## src/hw/elevator_cfg.svh

```systemverilog
// Sizing of the elevator request controller.
// Include this file wherever floor counts or the stack depth are needed.

`ifndef ELEVATOR_CFG_SVH
`define ELEVATOR_CFG_SVH

// Floors served by the car, one button and one light per floor
`define NUM_FLOORS 11

// Bits in a floor code
`define FLOOR_W 4

// Pending requests the floor stack can hold
`define STACK_DEPTH 11

`endif

```

## src/hw/elevator_pkg.sv

```systemverilog
// Types describing the car itself.
// Floor codes, travel direction and the dispatcher state.

`include "elevator_cfg.svh"

package elevator_pkg;

    ////////////////////////////////////////////////////////////
    // Car position and motion
    ////////////////////////////////////////////////////////////

    // Floor 0 is the lowest floor
    typedef logic [`FLOOR_W-1:0] floor_t;

    typedef enum logic {
        DIR_DOWN = 1'b0,
        DIR_UP   = 1'b1
    } direction_t;

    ////////////////////////////////////////////////////////////
    // Dispatcher
    ////////////////////////////////////////////////////////////

    typedef enum logic {
        DISPATCH_IDLE   = 1'b0,
        DISPATCH_TRAVEL = 1'b1
    } dispatch_state_t;

endpackage

```

## src/hw/request_pkg.sv

```systemverilog
// Types describing pending requests.
// Where a request came from and how full the floor stack is.

`include "elevator_cfg.svh"

package request_pkg;

    // Selects which light an accepted push turns on
    typedef enum logic {
        SRC_PANEL = 1'b0,
        SRC_CALL  = 1'b1
    } request_source_t;

    // Occupancy of the floor stack, 0 up to the full depth
    typedef logic [$clog2(`STACK_DEPTH + 1)-1:0] stack_count_t;

endpackage

```

## src/hw/stack_if.sv

```systemverilog
// Push, pop and flush channel around the floor stack.
// The request latch pushes, the dispatcher pops and flushes.

`timescale 1ns/1ps

interface stack_if;
    // Push side, a push happens when valid and ready are both high
    logic                 push_valid;
    elevator_pkg::floor_t push_floor;
    logic                 push_ready;

    // Pop side, top_valid means the stack is not empty
    logic                 top_valid;
    elevator_pkg::floor_t top_floor;
    logic                 pop_ready;

    // Empties the stack on the next edge
    logic                 flush;

    modport latch (output push_valid, output push_floor, input push_ready);

    modport stack (
        input  push_valid, input  push_floor, output push_ready,
        output top_valid,  output top_floor,  input  pop_ready,
        input  flush
    );

    modport dispatch (input top_valid, input top_floor, output pop_ready, output flush);
endinterface

```

## src/hw/dispatch_unit.sv

```systemverilog
// Sends the car to the top request and retires it on arrival.
// Also gates the door buttons and raises the global request clear.

`timescale 1ns/1ps

module dispatch_unit (
    input  logic                     clock,
    input  logic                     reset_n,
    input  logic                     power_switch,
    input  logic                     emergency_btn,
    input  logic                     car_stopped,
    input  logic                     door_open_btn,
    input  logic                     door_close_btn,
    input  elevator_pkg::floor_t     current_floor,
    stack_if.dispatch                stack,
    output elevator_pkg::floor_t     target_floor,
    output elevator_pkg::direction_t direction,
    output logic                     activate_elevator,
    output logic                     served,
    output elevator_pkg::floor_t     served_floor,
    output logic                     clear_all,
    output logic                     door_open_allowed,
    output logic                     door_close_allowed
);

    elevator_pkg::dispatch_state_t state;
    logic                          serve_here;
    logic                          arrived;

    function automatic elevator_pkg::direction_t dir_toward(
        input elevator_pkg::floor_t dest,
        input elevator_pkg::floor_t from
    );
        return (dest > from) ? elevator_pkg::DIR_UP : elevator_pkg::DIR_DOWN;
    endfunction

    // Power loss or emergency drops every pending request
    assign clear_all         = !power_switch || emergency_btn;
    assign stack.flush       = clear_all;
    assign activate_elevator = (state == elevator_pkg::DISPATCH_TRAVEL);

    ////////////////////////////////////////////////////////////
    // Service conditions
    ////////////////////////////////////////////////////////////

    // Top request already at the car, served without moving
    assign serve_here = (state == elevator_pkg::DISPATCH_IDLE) && car_stopped &&
                        stack.top_valid && (stack.top_floor == current_floor);

    assign arrived    = (state == elevator_pkg::DISPATCH_TRAVEL) && car_stopped &&
                        stack.top_valid && (current_floor == target_floor) &&
                        (stack.top_floor == target_floor);

    assign stack.pop_ready = !clear_all && (serve_here || arrived);

    ////////////////////////////////////////////////////////////
    // Dispatch FSM
    ////////////////////////////////////////////////////////////

    always_ff @(posedge clock or negedge reset_n) begin
        if (!reset_n) begin
            state        <= elevator_pkg::DISPATCH_IDLE;
            target_floor <= '0;
            direction    <= elevator_pkg::DIR_DOWN;
            served       <= 1'b0;
        end else begin
            served <= stack.pop_ready;
            if (clear_all) begin
                state <= elevator_pkg::DISPATCH_IDLE;
            end else begin
                case (state)
                    elevator_pkg::DISPATCH_IDLE: begin
                        if (car_stopped && stack.top_valid && !serve_here) begin
                            state        <= elevator_pkg::DISPATCH_TRAVEL;
                            target_floor <= stack.top_floor;
                            direction    <= dir_toward(stack.top_floor, current_floor);
                        end
                    end
                    elevator_pkg::DISPATCH_TRAVEL: begin
                        if (arrived) begin
                            state <= elevator_pkg::DISPATCH_IDLE;
                        end else if (stack.top_valid && stack.top_floor != target_floor) begin
                            // A newer request took the top, head there instead
                            target_floor <= stack.top_floor;
                            direction    <= dir_toward(stack.top_floor, current_floor);
                        end
                    end
                    default: state <= elevator_pkg::DISPATCH_IDLE;
                endcase
            end
        end
    end

    // Floor reported to the latch along with the served strobe
    always_ff @(posedge clock) begin
        if (stack.pop_ready) begin
            served_floor <= stack.top_floor;
        end
    end

    // Doors respond only to a stopped, powered car
    assign door_open_allowed  = car_stopped && power_switch && door_open_btn;
    assign door_close_allowed = car_stopped && power_switch && door_close_btn;

endmodule

```

## src/hw/floor_request_controller.sv

```systemverilog
// Floor request controller for an 11-floor elevator car.
// Connects button capture, the floor stack and the dispatcher.

`timescale 1ns/1ps
`include "elevator_cfg.svh"

module floor_request_controller (
    input  logic                     clock,
    input  logic                     reset_n,

    // Buttons
    input  logic [`NUM_FLOORS-1:0]   floor_call_buttons,
    input  logic [`NUM_FLOORS-1:0]   panel_buttons,
    input  logic                     door_open_btn,
    input  logic                     door_close_btn,
    input  logic                     emergency_btn,
    input  logic                     power_switch,

    // Car status
    input  logic                     car_stopped,
    input  elevator_pkg::floor_t     current_floor,

    // Car commands
    output elevator_pkg::floor_t     target_floor,
    output elevator_pkg::direction_t direction,
    output logic                     activate_elevator,
    output logic                     door_open_allowed,
    output logic                     door_close_allowed,

    // Lights
    output logic [`NUM_FLOORS-1:0]   call_button_lights,
    output logic [`NUM_FLOORS-1:0]   panel_button_lights
);

    logic                 served;
    elevator_pkg::floor_t served_floor;
    logic                 clear_all;

    stack_if stack_bus ();

    ////////////////////////////////////////////////////////////
    // Units
    ////////////////////////////////////////////////////////////

    request_latch request_latch_inst (
        .clock               (clock),
        .reset_n             (reset_n),
        .floor_call_buttons  (floor_call_buttons),
        .panel_buttons       (panel_buttons),
        .current_floor       (current_floor),
        .clear_all           (clear_all),
        .served              (served),
        .served_floor        (served_floor),
        .stack               (stack_bus.latch),
        .call_button_lights  (call_button_lights),
        .panel_button_lights (panel_button_lights)
    );

    floor_stack floor_stack_inst (
        .clock   (clock),
        .reset_n (reset_n),
        .stack   (stack_bus.stack)
    );

    dispatch_unit dispatch_unit_inst (
        .clock              (clock),
        .reset_n            (reset_n),
        .power_switch       (power_switch),
        .emergency_btn      (emergency_btn),
        .car_stopped        (car_stopped),
        .door_open_btn      (door_open_btn),
        .door_close_btn     (door_close_btn),
        .current_floor      (current_floor),
        .stack              (stack_bus.dispatch),
        .target_floor       (target_floor),
        .direction          (direction),
        .activate_elevator  (activate_elevator),
        .served             (served),
        .served_floor       (served_floor),
        .clear_all          (clear_all),
        .door_open_allowed  (door_open_allowed),
        .door_close_allowed (door_close_allowed)
    );

endmodule

```

## src/hw/floor_stack.sv

```systemverilog
// Last-in, first-out store of accepted floor requests.
// The top entry is always visible, a flush drops everything.

`timescale 1ns/1ps
`include "elevator_cfg.svh"

module floor_stack (
    input  logic   clock,
    input  logic   reset_n,
    stack_if.stack stack
);

    elevator_pkg::floor_t      entries [`STACK_DEPTH];
    request_pkg::stack_count_t count;
    request_pkg::stack_count_t top_idx;
    logic                      do_push;
    logic                      do_pop;

    ////////////////////////////////////////////////////////////
    // Handshake status
    ////////////////////////////////////////////////////////////

    assign stack.push_ready = (count != request_pkg::stack_count_t'(`STACK_DEPTH));
    assign stack.top_valid  = (count != '0);

    assign top_idx          = count - 1'b1;
    assign stack.top_floor  = stack.top_valid ? entries[top_idx] : '0;

    assign do_push = stack.push_valid && stack.push_ready;
    assign do_pop  = stack.top_valid && stack.pop_ready;

    ////////////////////////////////////////////////////////////
    // Pointer and storage
    ////////////////////////////////////////////////////////////

    // Push and pop together leave the count unchanged
    always_ff @(posedge clock or negedge reset_n) begin
        if (!reset_n) begin
            count <= '0;
        end else if (stack.flush) begin
            count <= '0;
        end else if (do_push && !do_pop) begin
            count <= count + 1'b1;
        end else if (do_pop && !do_push) begin
            count <= count - 1'b1;
        end
    end

    // On a combined push and pop the new floor replaces the served top
    always_ff @(posedge clock) begin
        if (do_push && !stack.flush) begin
            if (do_pop) begin
                entries[top_idx] <= stack.push_floor;
            end else begin
                entries[count] <= stack.push_floor;
            end
        end
    end

    ////////////////////////////////////////////////////////////
    // Checks
    ////////////////////////////////////////////////////////////

    a_count_in_range: assert property (
        @(posedge clock) disable iff (!reset_n)
        count <= request_pkg::stack_count_t'(`STACK_DEPTH)
    );

    // The dispatcher only asks for a pop while a request is pending
    a_no_pop_when_empty: assert property (
        @(posedge clock) disable iff (!reset_n)
        stack.pop_ready |-> stack.top_valid
    );

endmodule

```

## src/hw/request_latch.sv

```systemverilog
// Captures panel and hall call buttons and owns their lights.
// Offers at most one new floor per cycle to the floor stack.

`timescale 1ns/1ps
`include "elevator_cfg.svh"

module request_latch (
    input  logic                   clock,
    input  logic                   reset_n,
    input  logic [`NUM_FLOORS-1:0] floor_call_buttons,
    input  logic [`NUM_FLOORS-1:0] panel_buttons,
    input  elevator_pkg::floor_t   current_floor,
    input  logic                   clear_all,
    input  logic                   served,
    input  elevator_pkg::floor_t   served_floor,
    stack_if.latch                 stack,
    output logic [`NUM_FLOORS-1:0] call_button_lights,
    output logic [`NUM_FLOORS-1:0] panel_button_lights
);

    logic                         pick_found;
    elevator_pkg::floor_t         pick_floor;
    request_pkg::request_source_t pick_src;
    logic                         accept;
    logic [`NUM_FLOORS-1:0]       floor_mask;
    logic [`NUM_FLOORS-1:0]       served_mask;
    logic [`NUM_FLOORS-1:0]       panel_set;
    logic [`NUM_FLOORS-1:0]       call_set;

    ////////////////////////////////////////////////////////////
    // Request arbitration
    ////////////////////////////////////////////////////////////

    // Panel first, then hall calls, lowest floor wins within each group
    always_comb begin
        pick_found = 1'b0;
        pick_floor = '0;
        pick_src   = request_pkg::SRC_PANEL;
        for (int f = 0; f < `NUM_FLOORS; f++) begin
            if (!pick_found && panel_buttons[f] && !panel_button_lights[f] &&
                elevator_pkg::floor_t'(f) != current_floor) begin
                pick_found = 1'b1;
                pick_floor = elevator_pkg::floor_t'(f);
                pick_src   = request_pkg::SRC_PANEL;
            end
        end
        for (int f = 0; f < `NUM_FLOORS; f++) begin
            if (!pick_found && floor_call_buttons[f] && !call_button_lights[f] &&
                elevator_pkg::floor_t'(f) != current_floor) begin
                pick_found = 1'b1;
                pick_floor = elevator_pkg::floor_t'(f);
                pick_src   = request_pkg::SRC_CALL;
            end
        end
    end

    assign stack.push_valid = pick_found && !clear_all;
    assign stack.push_floor = pick_floor;
    assign accept           = stack.push_valid && stack.push_ready;

    ////////////////////////////////////////////////////////////
    // Button lights
    ////////////////////////////////////////////////////////////

    always_comb begin
        floor_mask  = '0;
        served_mask = '0;
        for (int f = 0; f < `NUM_FLOORS; f++) begin
            floor_mask[f]  = (pick_floor == elevator_pkg::floor_t'(f));
            served_mask[f] = served && (served_floor == elevator_pkg::floor_t'(f));
        end
    end

    assign panel_set = (accept && pick_src == request_pkg::SRC_PANEL) ? floor_mask : '0;
    assign call_set  = (accept && pick_src == request_pkg::SRC_CALL) ? floor_mask : '0;

    // A new acceptance wins over a clear of the same floor
    always_ff @(posedge clock or negedge reset_n) begin
        if (!reset_n) begin
            panel_button_lights <= '0;
            call_button_lights  <= '0;
        end else if (clear_all) begin
            panel_button_lights <= '0;
            call_button_lights  <= '0;
        end else begin
            panel_button_lights <= (panel_button_lights & ~served_mask) | panel_set;
            call_button_lights  <= (call_button_lights & ~served_mask) | call_set;
        end
    end

    // The car's own floor never enters the stack
    a_no_push_current_floor: assert property (
        @(posedge clock) disable iff (!reset_n)
        stack.push_valid |-> (stack.push_floor != current_floor)
    );

endmodule

```

## config.mk

```make
export PLATFORM = sky130hd
export DESIGN_NAME = floor_request_controller
export DESIGN_NICKNAME = d
export VERILOG_FILES = /design/src/hw/elevator_pkg.sv /design/src/hw/request_pkg.sv /design/src/hw/stack_if.sv /design/src/hw/dispatch_unit.sv /design/src/hw/floor_request_controller.sv /design/src/hw/floor_stack.sv /design/src/hw/request_latch.sv
export VERILOG_INCLUDE_DIRS = /design/src /design/src/hw
export SDC_FILE = /design/constraint.sdc
export NUM_CORES = 1
export LEC_CHECK = 0
export BUFFER_PORTS_ARGS = -buffer_cell sky130_fd_sc_hd__buf_2
export CAP_MARGIN = 5
export CORE_MARGIN = 2
export CORE_UTILIZATION = 45
export DETAILED_ROUTE_END_ITERATION = 8
export SKIP_CTS_REPAIR_TIMING = 1
export SLEW_MARGIN = 40
export SYNTH_ARGS = -nofsm -noshare
export SYNTH_HDL_FRONTEND = slang
export SYNTH_SLANG_ARGS = --single-unit
```

## constraint.sdc

```tcl
create_clock -name clock -period 5.2 [get_ports clock]
set_clock_uncertainty 0.1 [all_clocks]
set_input_delay 0.52 -clock clock [delete_from_list [all_inputs] [get_ports clock]]
set_output_delay 0.52 -clock clock [all_outputs]
set_load 0.005 [all_outputs]
```

# After elaboration in Yosys (flattened, before gate mapping)
# Memory sizes are Yosys's and may differ from the RTL's.
# Index checks and enable logic that the tools add are counted.
[classes]
n_addsub = 2
order_cmp = 1
n_eq_ne = 38
mux = 84
bitwise_logic = 8
n_reduce_logical = 155
[op_table]
columns = ["operator", "n"]
rows = [
  ["$mux 4", 29],
  ["$logic_and 1x1->1", 98],
  ["$logic_not 1->1", 48],
  ["$mux 1", 48],
  ["$mux 11", 4],
  ["$eq 4x3->1 const B", 8],
  ["$eq 4x4->1 const B", 6],
  ["$and 11x11->11", 2],
  ["$or 11x11->11", 2],
  ["$eq 4x2->1 const B", 4],
  ["$ne 3x4->1 const A", 4],
  ["$eq 4x4->1", 3],
  ["$ne 4x4->1 const A", 3],
  ["$not 11->11", 1],
  ["$eq 4x1->1 const B", 2],
  ["$logic_not 4->1", 2],
  ["$ne 2x4->1 const A", 2],
  ["$pmux 4 s2", 1],
  ["$reduce_bool 4->1", 2],
  ["$ne 2x2->1 const B", 3],
  ["$add 4x1->4 const B", 1],
  ["$gt 4x4->1", 1],
  ["$ne 1x4->1 const A", 1],
  ["$ne 4x4->1", 1],
  ["8 further kinds", 12],
]
[word_totals]
regBits = 37
ram_bits = 44
inputBits = 33
out_inout_bits = 30
word_cells = 297
mem_count = 1
[memory_table]
columns = ["memory", "words", "word_bits", "rd", "rd_clocked_by_memory_dff", "wr", "line", "source"]
rows = [
  ["floor_stack_inst.entries", 11, 4, 1, 0, 1, "floor_stack.sv:13", "elevator_pkg::floor_t entries [`STACK_DEPTH];"],
]

# Longest topological paths before layout
# Gate-level depths: netlist (run 1).
[logic_depth]
depth_word = 116
mapped_depth = 22
depth_no_buf = 19

# Modules after synthesis
# A second synthesis (run 1) with hierarchy kept.
[hier_totals]
hier_cells = 415
area_unflattened_um2 = 4725.8
[by_module_without_submodules]
columns = ["module", "n_inst", "cells_per_inst", "area_per_inst_um2", "seq_area_each_um2"]
rows = [
  ["floor_stack", 1, 173, 2368.5, 1421.4],
  ["request_latch", 1, 187, 1720.4, 550.5],
  ["dispatch_unit", 1, 55, 636.9, 295.3],
]

# Worst setup path after synthesis (run 1)
# OpenSTA, ideal clock, no wires.
[synth_path]
path_type = "register -> register"
startpoint = "reg floor_stack_inst.count[0]"
endpoint = "reg floor_stack_inst.count[3]"
setup_ns = 0.132
arrival_time_ns = 4.384
required_ns = 4.968
setup_slack_ns = 0.584
stages_incl_launch_ff = 22
n_path_buf = 2
period_less_slack_ns = 4.616
cell_sequence = "dfrtp_1 -> buf_2 -> buf_4 -> inv_1 -> ha_1 -> xor2_4 -> mux4_2 -> o211ai_1 -> nor2_1 -> nor2_1 -> nor2_1 -> ha_1 -> nand4_1 -> nor3_1 -> a31oi_4 -> nor2_1 -> inv_1 -> ha_1 -> or3_1 -> a21oi_1 -> xnor2_1 -> nor2_1"
[synth_between]
elab_chain_cells = 12
word_cells_on_any_way = 25
cone_classes = "add/sub: 2; eq/ne: 3; mux: 4; reduce/logical: 15; memory: 1"
[synth_lines]
columns = ["element", "line", "source"]
rows = [
  ["start: declaration", "floor_stack.sv:14", "request_pkg::stack_count_t count;"],
  ["start signal: assignment", "floor_stack.sv:43", "count <= count + 1'b1;"],
  ["start signal: assignment", "floor_stack.sv:45", "count <= count - 1'b1;"],
  ["$sub 4x1->4", "floor_stack.sv:26", "assign top_idx = count - 1'b1;"],
  ["$mem_v2 11x4", "n/a", ""],
  ["$mux 4 (*)", "floor_stack.sv:27", "assign stack.top_floor = stack.top_valid ? entries[top_idx] : '0;"],
  ["net dispatch_unit_inst.stack.top_floor[2]", "stack_if.sv:28", "modport dispatch (input top_valid, input top_floor, output pop_ready, output flush);"],
  ["$eq 4x4->1, on equally long branches", "dispatch_unit.sv:48, dispatch_unit.sv:52", ""],
  ["$logic_and 1x1->1, on equally long branches", "dispatch_unit.sv:48, dispatch_unit.sv:51", ""],
  ["$logic_or 1x1->1 (*)", "dispatch_unit.sv:54", "assign stack.pop_ready = !clear_all && (serve_here || arrived);"],
  ["$logic_and 1x1->1 (*)", "dispatch_unit.sv:54", ""],
  ["net dispatch_unit_inst.stack.pop_ready", "stack_if.sv:28", ""],
  ["$logic_and 1x1->1 (*)", "floor_stack.sv:30", "assign do_pop = stack.top_valid && stack.pop_ready;"],
  ["$logic_not 1->1", "floor_stack.sv:42", "end else if (do_push && !do_pop) begin"],
  ["$logic_and 1x1->1", "floor_stack.sv:42", ""],
  ["$mux 4", "floor_stack.sv:42", ""],
  ["$mux 4", "floor_stack.sv:40", "end else if (stack.flush) begin"],
]
# The timed path passes the listed nets; every way through them passes the cells marked *. The select of a mux whose other input is x is not followed.
# A chain may end at the register's enable or synchronous reset.

# Final worst setup path (run 1)
[layout_path]
startpoint = "reg floor_stack_inst.count[1]"
endpoint = "mem floor_stack_inst.entries[0][3] in the netlist's numbering (enable)"
[layout_between]
elab_chain_cells = 13
word_cells_on_any_way = 26
cone_classes = "add/sub: 1; eq/ne: 3; mux: 9; reduce/logical: 12; memory: 1"
[layout_lines]
columns = ["element", "line", "source"]
rows = [
  ["$sub 4x1->4", "floor_stack.sv:26", ""],
  ["$mem_v2 11x4", "n/a", ""],
  ["$mux 4 (*)", "floor_stack.sv:27", ""],
  ["net dispatch_unit_inst.stack.top_floor[1]", "stack_if.sv:28", ""],
  ["$eq 4x4->1, on equally long branches", "dispatch_unit.sv:48, dispatch_unit.sv:52", ""],
  ["$logic_and 1x1->1, on equally long branches", "dispatch_unit.sv:48, dispatch_unit.sv:51", ""],
  ["$logic_or 1x1->1 (*)", "dispatch_unit.sv:54", ""],
  ["$logic_and 1x1->1 (*)", "dispatch_unit.sv:54", ""],
  ["$logic_and 1x1->1 (*)", "floor_stack.sv:30", ""],
  ["$mux 1", "floor_stack.sv:52", "if (do_pop) begin"],
  ["$mux 1", "floor_stack.sv:51", "if (do_push && !stack.flush) begin"],
  ["$mux 1 (not written as such)", "floor_stack.sv:55", "entries[count] <= stack.push_floor;"],
  ["$reduce_or 4->1 (no source line)", "n/a", ""],
  ["$mux 4 (no source line) / $mux 1 (equally long branches)", "n/a", ""],
  ["end: declaration", "floor_stack.sv:13", ""],
]
# The timed path passes the listed nets; every way through them passes the cells marked *.

==> results.sh, run 1 <==
export IMPL_status="complete, but fails checks"
export IMPL_violations="negative hold slack"
export IMPL_core_area_um2=10230
export IMPL_peakVddDrop_uv=111.5
export IMPL_yosysWarningCount=0
export IMPL_crit_type="flip-flop to flip-flop"
export IMPL_finalCritPeriodShare=0.9238
export IMPL_dr_pass1_iters=5
export IMPL_yosys_top_cells_area="edfxtp_1, dfrtp_1, nor2_1"
export IMPL_cts_clk_slew_worst_paths_ns=0.09
export IMPL_ys_flop_type="edfxtp_1"
export IMPL_maxCapViolCount=0
export IMPL_layout_commonest_cell="buf_2"
export IMPL_synth_top_area_frac=0.3063
export IMPL_cts_buffers=9
export IMPL_drive_above_1_share=0.2367
export IMPL_via_per_inst=5.910
export IMPL_grtUsageTotal=0.2313
export IMPL_cp_required_ns=5.10
export IMPL_route_detailed_drc=0
export IMPL_ios=63
export IMPL_place_congestion=0.9110
export IMPL_hold_slack_ns=-0.005753
export IMPL_synth_async_reset_ratio=0.4074
export IMPL_synthesis_area_um2=4706
export IMPL_grt_pass1_wl_mm=20.00
export IMPL_rsz0062_at_grt="no"
export IMPL_setup_viol=0
export IMPL_antennaDiodeCount=0
export IMPL_tightest_slew_ns=0.8772
export IMPL_routedWlPerCell_um=19.41
export IMPL_hold_viol=1
export IMPL_grt_ovfl_total=0
export IMPL_row_count=37
export IMPL_cts_max_level=3
export IMPL_start_util=0.4599
export IMPL_final_nets=542
export IMPL_syn_num_nets=480
export IMPL_synthCells=440
export IMPL_die_w_um=106.3
export IMPL_hpwl_mm=9.107
export IMPL_ys_types=76
export IMPL_period_minus_slack_ns=4.804
export IMPL_ys_ff_latch=81
export IMPL_leakage_uw=0.002057
export IMPL_cp_arrival_ns=4.70
export IMPL_area_growth_pct=13.59
export IMPL_antenna_left=0
export IMPL_end_kind="flip-flop"
export IMPL_antenna_found_initial=0
export IMPL_clockBufferDepth=2
export IMPL_fmax_mhz=208.2
export IMPL_dieArea_um2=11290
export IMPL_num_vias=3800
export IMPL_wl_mm=12.48
export IMPL_max_slew_margin=0.4139
export IMPL_syn_area_per_cell_um2=10.69
export IMPL_grt_max_degree=34
export IMPL_final_cell_mix="buf_2, nor2_1, edfxtp_1"
export IMPL_io_buffers=62
export IMPL_slew_viol_final=0
export IMPL_crit_fanout=14
export IMPL_yosys_area_top_type="edfxtp_1"
export IMPL_p_per_area_nw_per_um2=269.4
export IMPL_clk_latency_ns=0.37
export IMPL_clock_sinks=81
export IMPL_die_y_um=106.3
export IMPL_worstSetupStartpointType="flip-flop"
export IMPL_hold_path_class="primary input to asynchronous set/reset pin"
export IMPL_setup_tns_ns=0
export IMPL_synth_edf_count=48
export IMPL_cts_tree="done"
export IMPL_cts_root_buf="clkbuf_8"
export IMPL_grt_pass1_vias=3659
export IMPL_seq_area_frac_synth=0.4818
export IMPL_drt_iter0_drc=331
-- critical path, cell delays in order (launching register included) --
cell	delay, ns
dfrtp_1	0.48
inv_1	0.13
ha_1	0.70
buf_4	0.26
nor2_1	0.05
a211oi_1	0.30
a2bb2oi_1	0.50
ha_1	0.34
nand4_1	0.14
nor3_1	0.10
a31oi_4	0.37
nand2_1	0.13
mux2_2	0.33
nor3_1	0.51
-- cell families after synthesis --
family,share of synthesized area
buf+inv,0.04254
mux,0.06328
compound gates,0.1473
simple gates,0.2202
fa+ha+maj,0.01861
xor+xnor,0.02633
flops,0.4818
-- state kept, by name (all words and copies together), names as in the netlist --
register	cells
floor_stack_inst.entries	44
request_latch_inst.call_button_lights	11
request_latch_inst.panel_button_lights	11
dispatch_unit_inst.served_floor	4
dispatch_unit_inst.target_floor	4
floor_stack_inst.count	4
dispatch_unit_inst.activate_elevator	1
dispatch_unit_inst.direction	1
dispatch_unit_inst.served	1
-- layer usage --
layer / part of all wire / track usage / vias up
met5: 0 / 0 / -
met4: 0.0095 / 0.06109 / 0
met3: 0.074 / 0.05641 / 10
met2: 0.44 / 0.3329 / 154
met1: 0.47 / 0.3488 / 1869
li1: - / - / 1767
-- cells in the mapped netlist (all sizes together) (4+ instances only) --
cell,number
edfxtp,48
nor2b,8
clkbuf,6
a21oi,13
xor2,4
dfrtp,33
and2,4
nand4,4
nor2,59
buf,16
a211oi,7
nor3b,7
mux4,5
a22oi,24
and3,4
mux2i,14
xnor2,8
ha,7
nand3b,9
mux2,4
nand2,27
nand2b,7
o21ai,9
nand3,16
or3,4
nor3,14
nor4,6
inv,20
-- power by group --
group	switching, µW	internal [µW]	total [µW]
sequential	19.1	699	718
combinational	151	102	253
clock	244	226	469
total	414	1030	1440
-- cell type report --
type                            count  area, µm²
Timing Repair Buffer               73      395.4
Clock inverter                      5      62.56
Multi-Input combinational cell    317       2243
Clock buffer                       11      131.4
Inverter                           20      75.07
Sequential cell                    81       2267
Tap cell                          136      170.2
Fill cell                         945       4886
-- metrics by stage --
| stage | instances | setup slack (ns) | total power [µW] | utilization | area [µm²] |
|---|---|---|---|---|---|
| 3_3_place_gp | 627 | 0.5618 | 981.2 | 0.5028 | 5144 |
| 4_1_cts | 643 | 0.3875 | 1451 | 0.5217 | 5338 |
| 3_5_place_dp | 627 | 0.4069 | 983.2 | 0.5028 | 5144 |
| 5_1_grt | 643 | 0.01623 | 1504 | 0.5224 | 5345 |
| 2_1_floorplan | 440 | 0.5843 | 901.9 | - | 4706 |
| 6_report | 643 | 0.3964 | 1440 | 0.5224 | 5345 |
-- path summary, 6_finish.rpt --
kind	startpoint	to	slack [ns]	cells past startpoint
worst max-delay path	floor_stack_inst.count[1]	floor_stack_inst.entries[0][3]	0.40	13
worst max register to register	floor_stack_inst.count[1]	floor_stack_inst.entries[0][3]	0.40	13
max in group asynchronous	reset_n	request_latch_inst.panel_button_lights[6]	4.66	1
min in group clock	car_stopped	dispatch_unit_inst.activate_elevator	0.40	3
worst min register to register	dispatch_unit_inst.direction	dispatch_unit_inst.direction	0.45	2
worst min-delay path	reset_n	dispatch_unit_inst.activate_elevator	-0.006	1
Note: power is estimated with default switching activity, not from simulation.
==> inputs of run 2 (changes only) <==
CORE_UTILIZATION = 30   (was 45)
==> results.sh, run 2 (synthesis results as in run 1) <==
export IMPL_status="completed"
export IMPL_cts_clk_slew_worst_paths_ns=0.06
export IMPL_final_cell_mix="buf_2, nor2_1, edfxtp_1"
export IMPL_grtUsageTotal=0.1544
export IMPL_rsz0062_at_grt="no"
export IMPL_largest_register="floor_stack_inst.entries"
export IMPL_io_buffers=62
export IMPL_slew_viol_final=0
export IMPL_cp_required_ns=5.07
export IMPL_crit_type="flip-flop to flip-flop"
export IMPL_via_per_inst=5.312
export IMPL_setup_tns_ns=0
export IMPL_drt_iter0_drc=346
export IMPL_grt_ovfl_total=0
export IMPL_peakVddDrop_uv=159.7
export IMPL_grt_max_degree=34
export IMPL_hold_path_class="primary input to asynchronous set/reset pin"
export IMPL_leakage_uw=0.002104
export IMPL_cp_arrival_ns=4.64
export IMPL_ff2ff_path_depth=13
export IMPL_worstSetupStartpointType="flip-flop"
export IMPL_clock_sinks=81
export IMPL_crit_fanout=12
export IMPL_antenna_left=0
export IMPL_clk_latency_ns=0.34
export IMPL_rrSetupSlack_ns=0.43
export IMPL_largestRegisters="floor_stack_inst.entries: 44 flops, request_latch_inst.call_button_lights: 11 flops, request_latch_inst.panel_button_lights: 11 flops"
export IMPL_tightest_slew_ns=0.8841
export IMPL_antennaDiodeCount=0
export IMPL_final_nets=541
export IMPL_route_detailed_drc=0
export IMPL_rr_endpoint="floor_stack_inst.entries[8][1]"
export IMPL_cts_buffers=9
export IMPL_grt_pass1_wl_mm=19.80
export IMPL_clockBufferDepth=2
export IMPL_num_vias=3809
export IMPL_fin_cells=717
export IMPL_fmax_mhz=209.8
export IMPL_cts_max_level=3
export IMPL_worstReg2RegStart="floor_stack_inst.count[1]"
export IMPL_ios=63
export IMPL_start_util=0.3084
export IMPL_grt_pass1_vias=3730
export IMPL_largest_register_ffs=44
export IMPL_area_growth_pct=17.60
export IMPL_wl_mm=12.56
export IMPL_dr_pass1_iters=5
export IMPL_period_minus_slack_ns=4.766
export IMPL_p_per_area_nw_per_um2=292.1
export IMPL_setup_viol=0
export IMPL_hpwl_mm=9.296
export IMPL_dieArea_um2=16700
export IMPL_routedWlPerCell_um=17.52
export IMPL_dp_cells=701
export IMPL_place_congestion=0.8769
export IMPL_cts_root_buf="clkbuf_16"
export IMPL_row_count=45
export IMPL_cp_startpoint="floor_stack_inst.count[1]"
export IMPL_cts_tree="done"
export IMPL_layout_commonest_cell="buf_2"
export IMPL_drive_above_1_share=0.2312
export IMPL_die_y_um=129.2
export IMPL_die_w_um=129.2
export IMPL_max_slew_margin=0.4052
export IMPL_maxCapViolCount=0
export IMPL_end_kind="flip-flop"
export IMPL_core_area_um2=15260
export IMPL_antenna_found_initial=0
export IMPL_finalCritPeriodShare=0.9165
export IMPL_hold_viol=0
[run 2: changes by cell type in the layout (fill, tap and decap cells not counted)]
cell | before | now
clkbuf_16 | 0 | 9
clkbuf_1 | 2 | 3
clkbuf_8 | 9 | 2
clkinvlp_4 | 2 | 1
nor3_2 | 3 | 2
inv_6 | 2 | 0
nor3_1 | 11 | 12
buf_4 | 12 | 11
[run 2: area by class of cell]
type | instances | area, µm²
Clock buffer | 14 | 264.0
Clock inverter | 2 | 37.54
Fill cell | 1511 | 9724
Inverter | 20 | 75.07
Multi-Input combinational cell | 317 | 2238
Sequential cell | 81 | 2267
Tap cell | 211 | 264.0
Timing Repair Buffer | 72 | 387.9
[run 2: through the flow]
stage	instance area, µm²	util	power (µW)	hold slack, ns	setup WS [ns]
after floorplan	4706	-	901.9	0.1244	0.5843
after global placement	5230	0.3428	981.2	0.4320	0.5911
after detailed placement	5230	0.3428	984.0	0.4415	0.4633
after CTS	5532	0.3625	1631	0.1837	0.4731
after global routing	5534	0.3627	1681	0.05264	0.1098
final	5534	0.3627	1616	0.02456	0.4342
[run 2: worst max path at each step]
stage	end	slack (ns)
floorplan	floor_stack_inst.count[3]	0.58
global placement	floor_stack_inst.entries[8][0]	0.59
detailed placement	floor_stack_inst.entries[8][3]	0.46
CTS	floor_stack_inst.entries[8][1]	0.47
global route	floor_stack_inst.count[3]	0.11
finish	floor_stack_inst.entries[8][1]	0.43
[run 2: routing by layer]
| layer | track usage | routed length [µm] | share of wire |
|---|---|---|---|
| met3 | 0.03757 | 765 | 0.061 |
| met4 | 0.05627 | 203 | 0.016 |
| met5 | 0 | 0 | 0 |
| met1 | 0.2152 | 5892 | 0.47 |
| met2 | 0.2341 | 5703 | 0.45 |
[run 2: critical path: stages (launching register included)]
cell,delay [ns]
dfrtp_1,0.47
inv_1,0.13
ha_1,0.65
buf_4,0.29
nor2_1,0.06
a211oi_1,0.22
a2bb2oi_1,0.49
ha_1,0.34
nand4_1,0.14
nor3_1,0.10
a31oi_4,0.36
nand2_1,0.13
mux2_2,0.33
nor3_1,0.55
[run 2: power breakdown]
group / leakage, µW / internal [µW] / switching (µW)
clock: 0.000143 / 399 / 244
sequential: 0.000871 / 700 / 19.6
combinational: 0.00109 / 101 / 153
==> inputs of run 3 (changes only) <==
GPL_TIMING_DRIVEN = 0   (was default)
==> results.sh, run 3 (synthesis results as in run 1) <==
export IMPL_cp_required_ns=5.31
export IMPL_worst_path_buf_inv=5
export IMPL_leakage_uw=0.002166
export IMPL_layout_commonest_cell="buf_2"
export IMPL_ios=63
export IMPL_path_cells="buf_2 > buf_4 > inv_1 > ha_1 > clkbuf_2 > mux4_2 > mux2i_1 > nor2_1 > a21oi_1 > nor2_1 > ha_1 > nand4_1 > nor3_2 > a31oi_4 > nor2_4 > inv_1 > ha_1 > or3_1 > a21oi_1 > xnor2_1 > nor2_1"
export IMPL_p_per_area_nw_per_um2=294.0
export IMPL_worstSetupStartpointType="flip-flop"
export IMPL_cp_top_family="simple AND/OR/NAND/NOR gates"
export IMPL_cp_startpoint="floor_stack_inst.count[0]"
export IMPL_largest_register_ffs=44
export IMPL_cts_buffers=9
export IMPL_final_cell_mix="buf_2, nor2_1, edfxtp_1"
export IMPL_grt_max_degree=34
export IMPL_hold_slack_ns=0.02524
export IMPL_rsz0062_at_grt="yes"
export IMPL_crit_type="flip-flop to flip-flop"
export IMPL_finalCritPeriodShare=0.9642
export IMPL_maxCapViolCount=0
export IMPL_dr_pass1_iters=5
export IMPL_grt_pass1_wl_mm=19.98
export IMPL_hpwl_mm=9.578
export IMPL_dp_cells=713
export IMPL_status="completed"
export IMPL_setup_viol=0
export IMPL_cts_tree="done"
export IMPL_start_util=0.3084
export IMPL_cts_root_buf="clkbuf_16"
export IMPL_grtUsageTotal=0.1571
export IMPL_drive_above_1_share=0.2726
export IMPL_area_growth_pct=21.19
export IMPL_largestRegisters="floor_stack_inst.entries: 44 flops, request_latch_inst.call_button_lights: 11 flops, request_latch_inst.panel_button_lights: 11 flops"
export IMPL_route_detailed_drc=0
export IMPL_end_kind="flip-flop"
export IMPL_routedWlPerCell_um=17.49
export IMPL_clockBufferDepth=2
export IMPL_critical_path_slowest_cell="ha_1"
export IMPL_clk_latency_ns=0.35
export IMPL_largest_register="floor_stack_inst.entries"
export IMPL_grt_pass1_vias=3728
export IMPL_max_slew_margin=0.5146
export IMPL_cts_max_level=3
export IMPL_worstReg2RegStart="floor_stack_inst.count[0]"
export IMPL_cts_clk_slew_worst_paths_ns=0.07
export IMPL_grt_ovfl_total=0
export IMPL_fmax_mhz=199.4
export IMPL_crit_fanout=10
export IMPL_slew_viol_final=0
export IMPL_place_congestion=0.9052
export IMPL_wl_mm=12.80
export IMPL_via_per_inst=5.258
export IMPL_hold_viol=0
export IMPL_finalPower_uw=1677
export IMPL_fill_cells=1512
export IMPL_period_minus_slack_ns=5.014
export IMPL_final_nets=556
export IMPL_dieArea_um2=16700
export IMPL_dpl_cell_area_um2=5291
export IMPL_die_y_um=129.2
export IMPL_die_w_um=129.2
export IMPL_tightest_slew_ns=0.7214
export IMPL_clock_sinks=81
export IMPL_antenna_found_initial=0
export IMPL_row_count=45
export IMPL_io_buffers=62
export IMPL_peakVddDrop_uv=141.4
export IMPL_cp_arrival_ns=5.12
export IMPL_antennaDiodeCount=0
export IMPL_fin_cells=732
export IMPL_num_vias=3849
export IMPL_stdcell_area_um2=5703
export IMPL_crit_path_max_incr_delay_ns=0.39
export IMPL_drt_iter0_drc=418
export IMPL_antenna_left=0
export IMPL_hold_path_class="primary input to asynchronous set/reset pin"
export IMPL_core_area_um2=15260
==> run 3: cell types whose count changed in the layout (fill, tap and decap cells not counted), moves of 3 or more <==
cell	delta
buf_6	+3
clkbuf_1	+3
buf_4	-5
nor3_1	-8
buf_2	+10
nor3_2	+8
==> run 3: per-stage QoR <==
stage               setup WS (ns)  TNS, ns    util
floorplan                  0.5843        0       -
global placement          -0.2829   -1.598  0.3460
detailed placement        -0.4104   -4.375  0.3468
CTS                       -0.4461   -5.023  0.3677
global route              -0.2071   -1.166  0.3738
finish                     0.1859        0  0.3738
==> run 3: worst register-to-register path, delay by kind of cell (launching register included) <==
kind,cells,cell delay [ns]
buffers and inverters,5,0.93
adders and majority gates,3,0.96
and+or+nand+nor,7,1.25
DFF,1,0.36
xor gates and xnor gates,1,0.14
AOI/OAI and AO/OA,3,0.48
muxes,2,0.67
==> run 3: routing by layer <==
metal,vias to the layer above,share of wire,track usage
met3,11,0.059,0.02642
met1,1900,0.48,0.2248
met4,0,0.016,0.06458
met2,140,0.45,0.2365
met5,-,0,0
li1,1798,-,-
==> run 3: power breakdown <==
group / leakage [µW] / total (µW) / internal (µW) / switching, µW
logic: 0.00114 / 268 / 107 / 161
registers: 0.000871 / 717 / 700 / 17.4
clock network: 0.000152 / 691 / 420 / 271
==> run 3: path summary, 6_finish.rpt <==
| check | depth (start not counted) | slack [ns] | endpoint |
|---|---|---|---|
| max | 21 | 0.19 | floor_stack_inst.count[3] |
| min in group clock | 3 | 0.42 | dispatch_unit_inst.activate_elevator |
| max in group asynchronous | 1 | 4.63 | request_latch_inst.call_button_lights[0] |
| min reg2reg | 2 | 0.44 | dispatch_unit_inst.direction |
| max reg2reg | 21 | 0.19 | floor_stack_inst.count[3] |
| min | 1 | 0.03 | dispatch_unit_inst.target_floor[0] |
==> run 3: cell type report <==
class | count | area, µm² | share of cell area
Buffer | 22 | 126.4 | 0.02216
Clock buffer | 9 | 225.2 | 0.03949
Clock inverter | 7 | 93.84 | 0.01645
Multi-Input combinational cell | 317 | 2316 | 0.4061
Timing Repair Buffer | 65 | 335.3 | 0.05880
Sequential cell | 81 | 2267 | 0.3975
Inverter | 20 | 75.07 | 0.01316
Tap cell | 211 | 264.0 | 0.04629
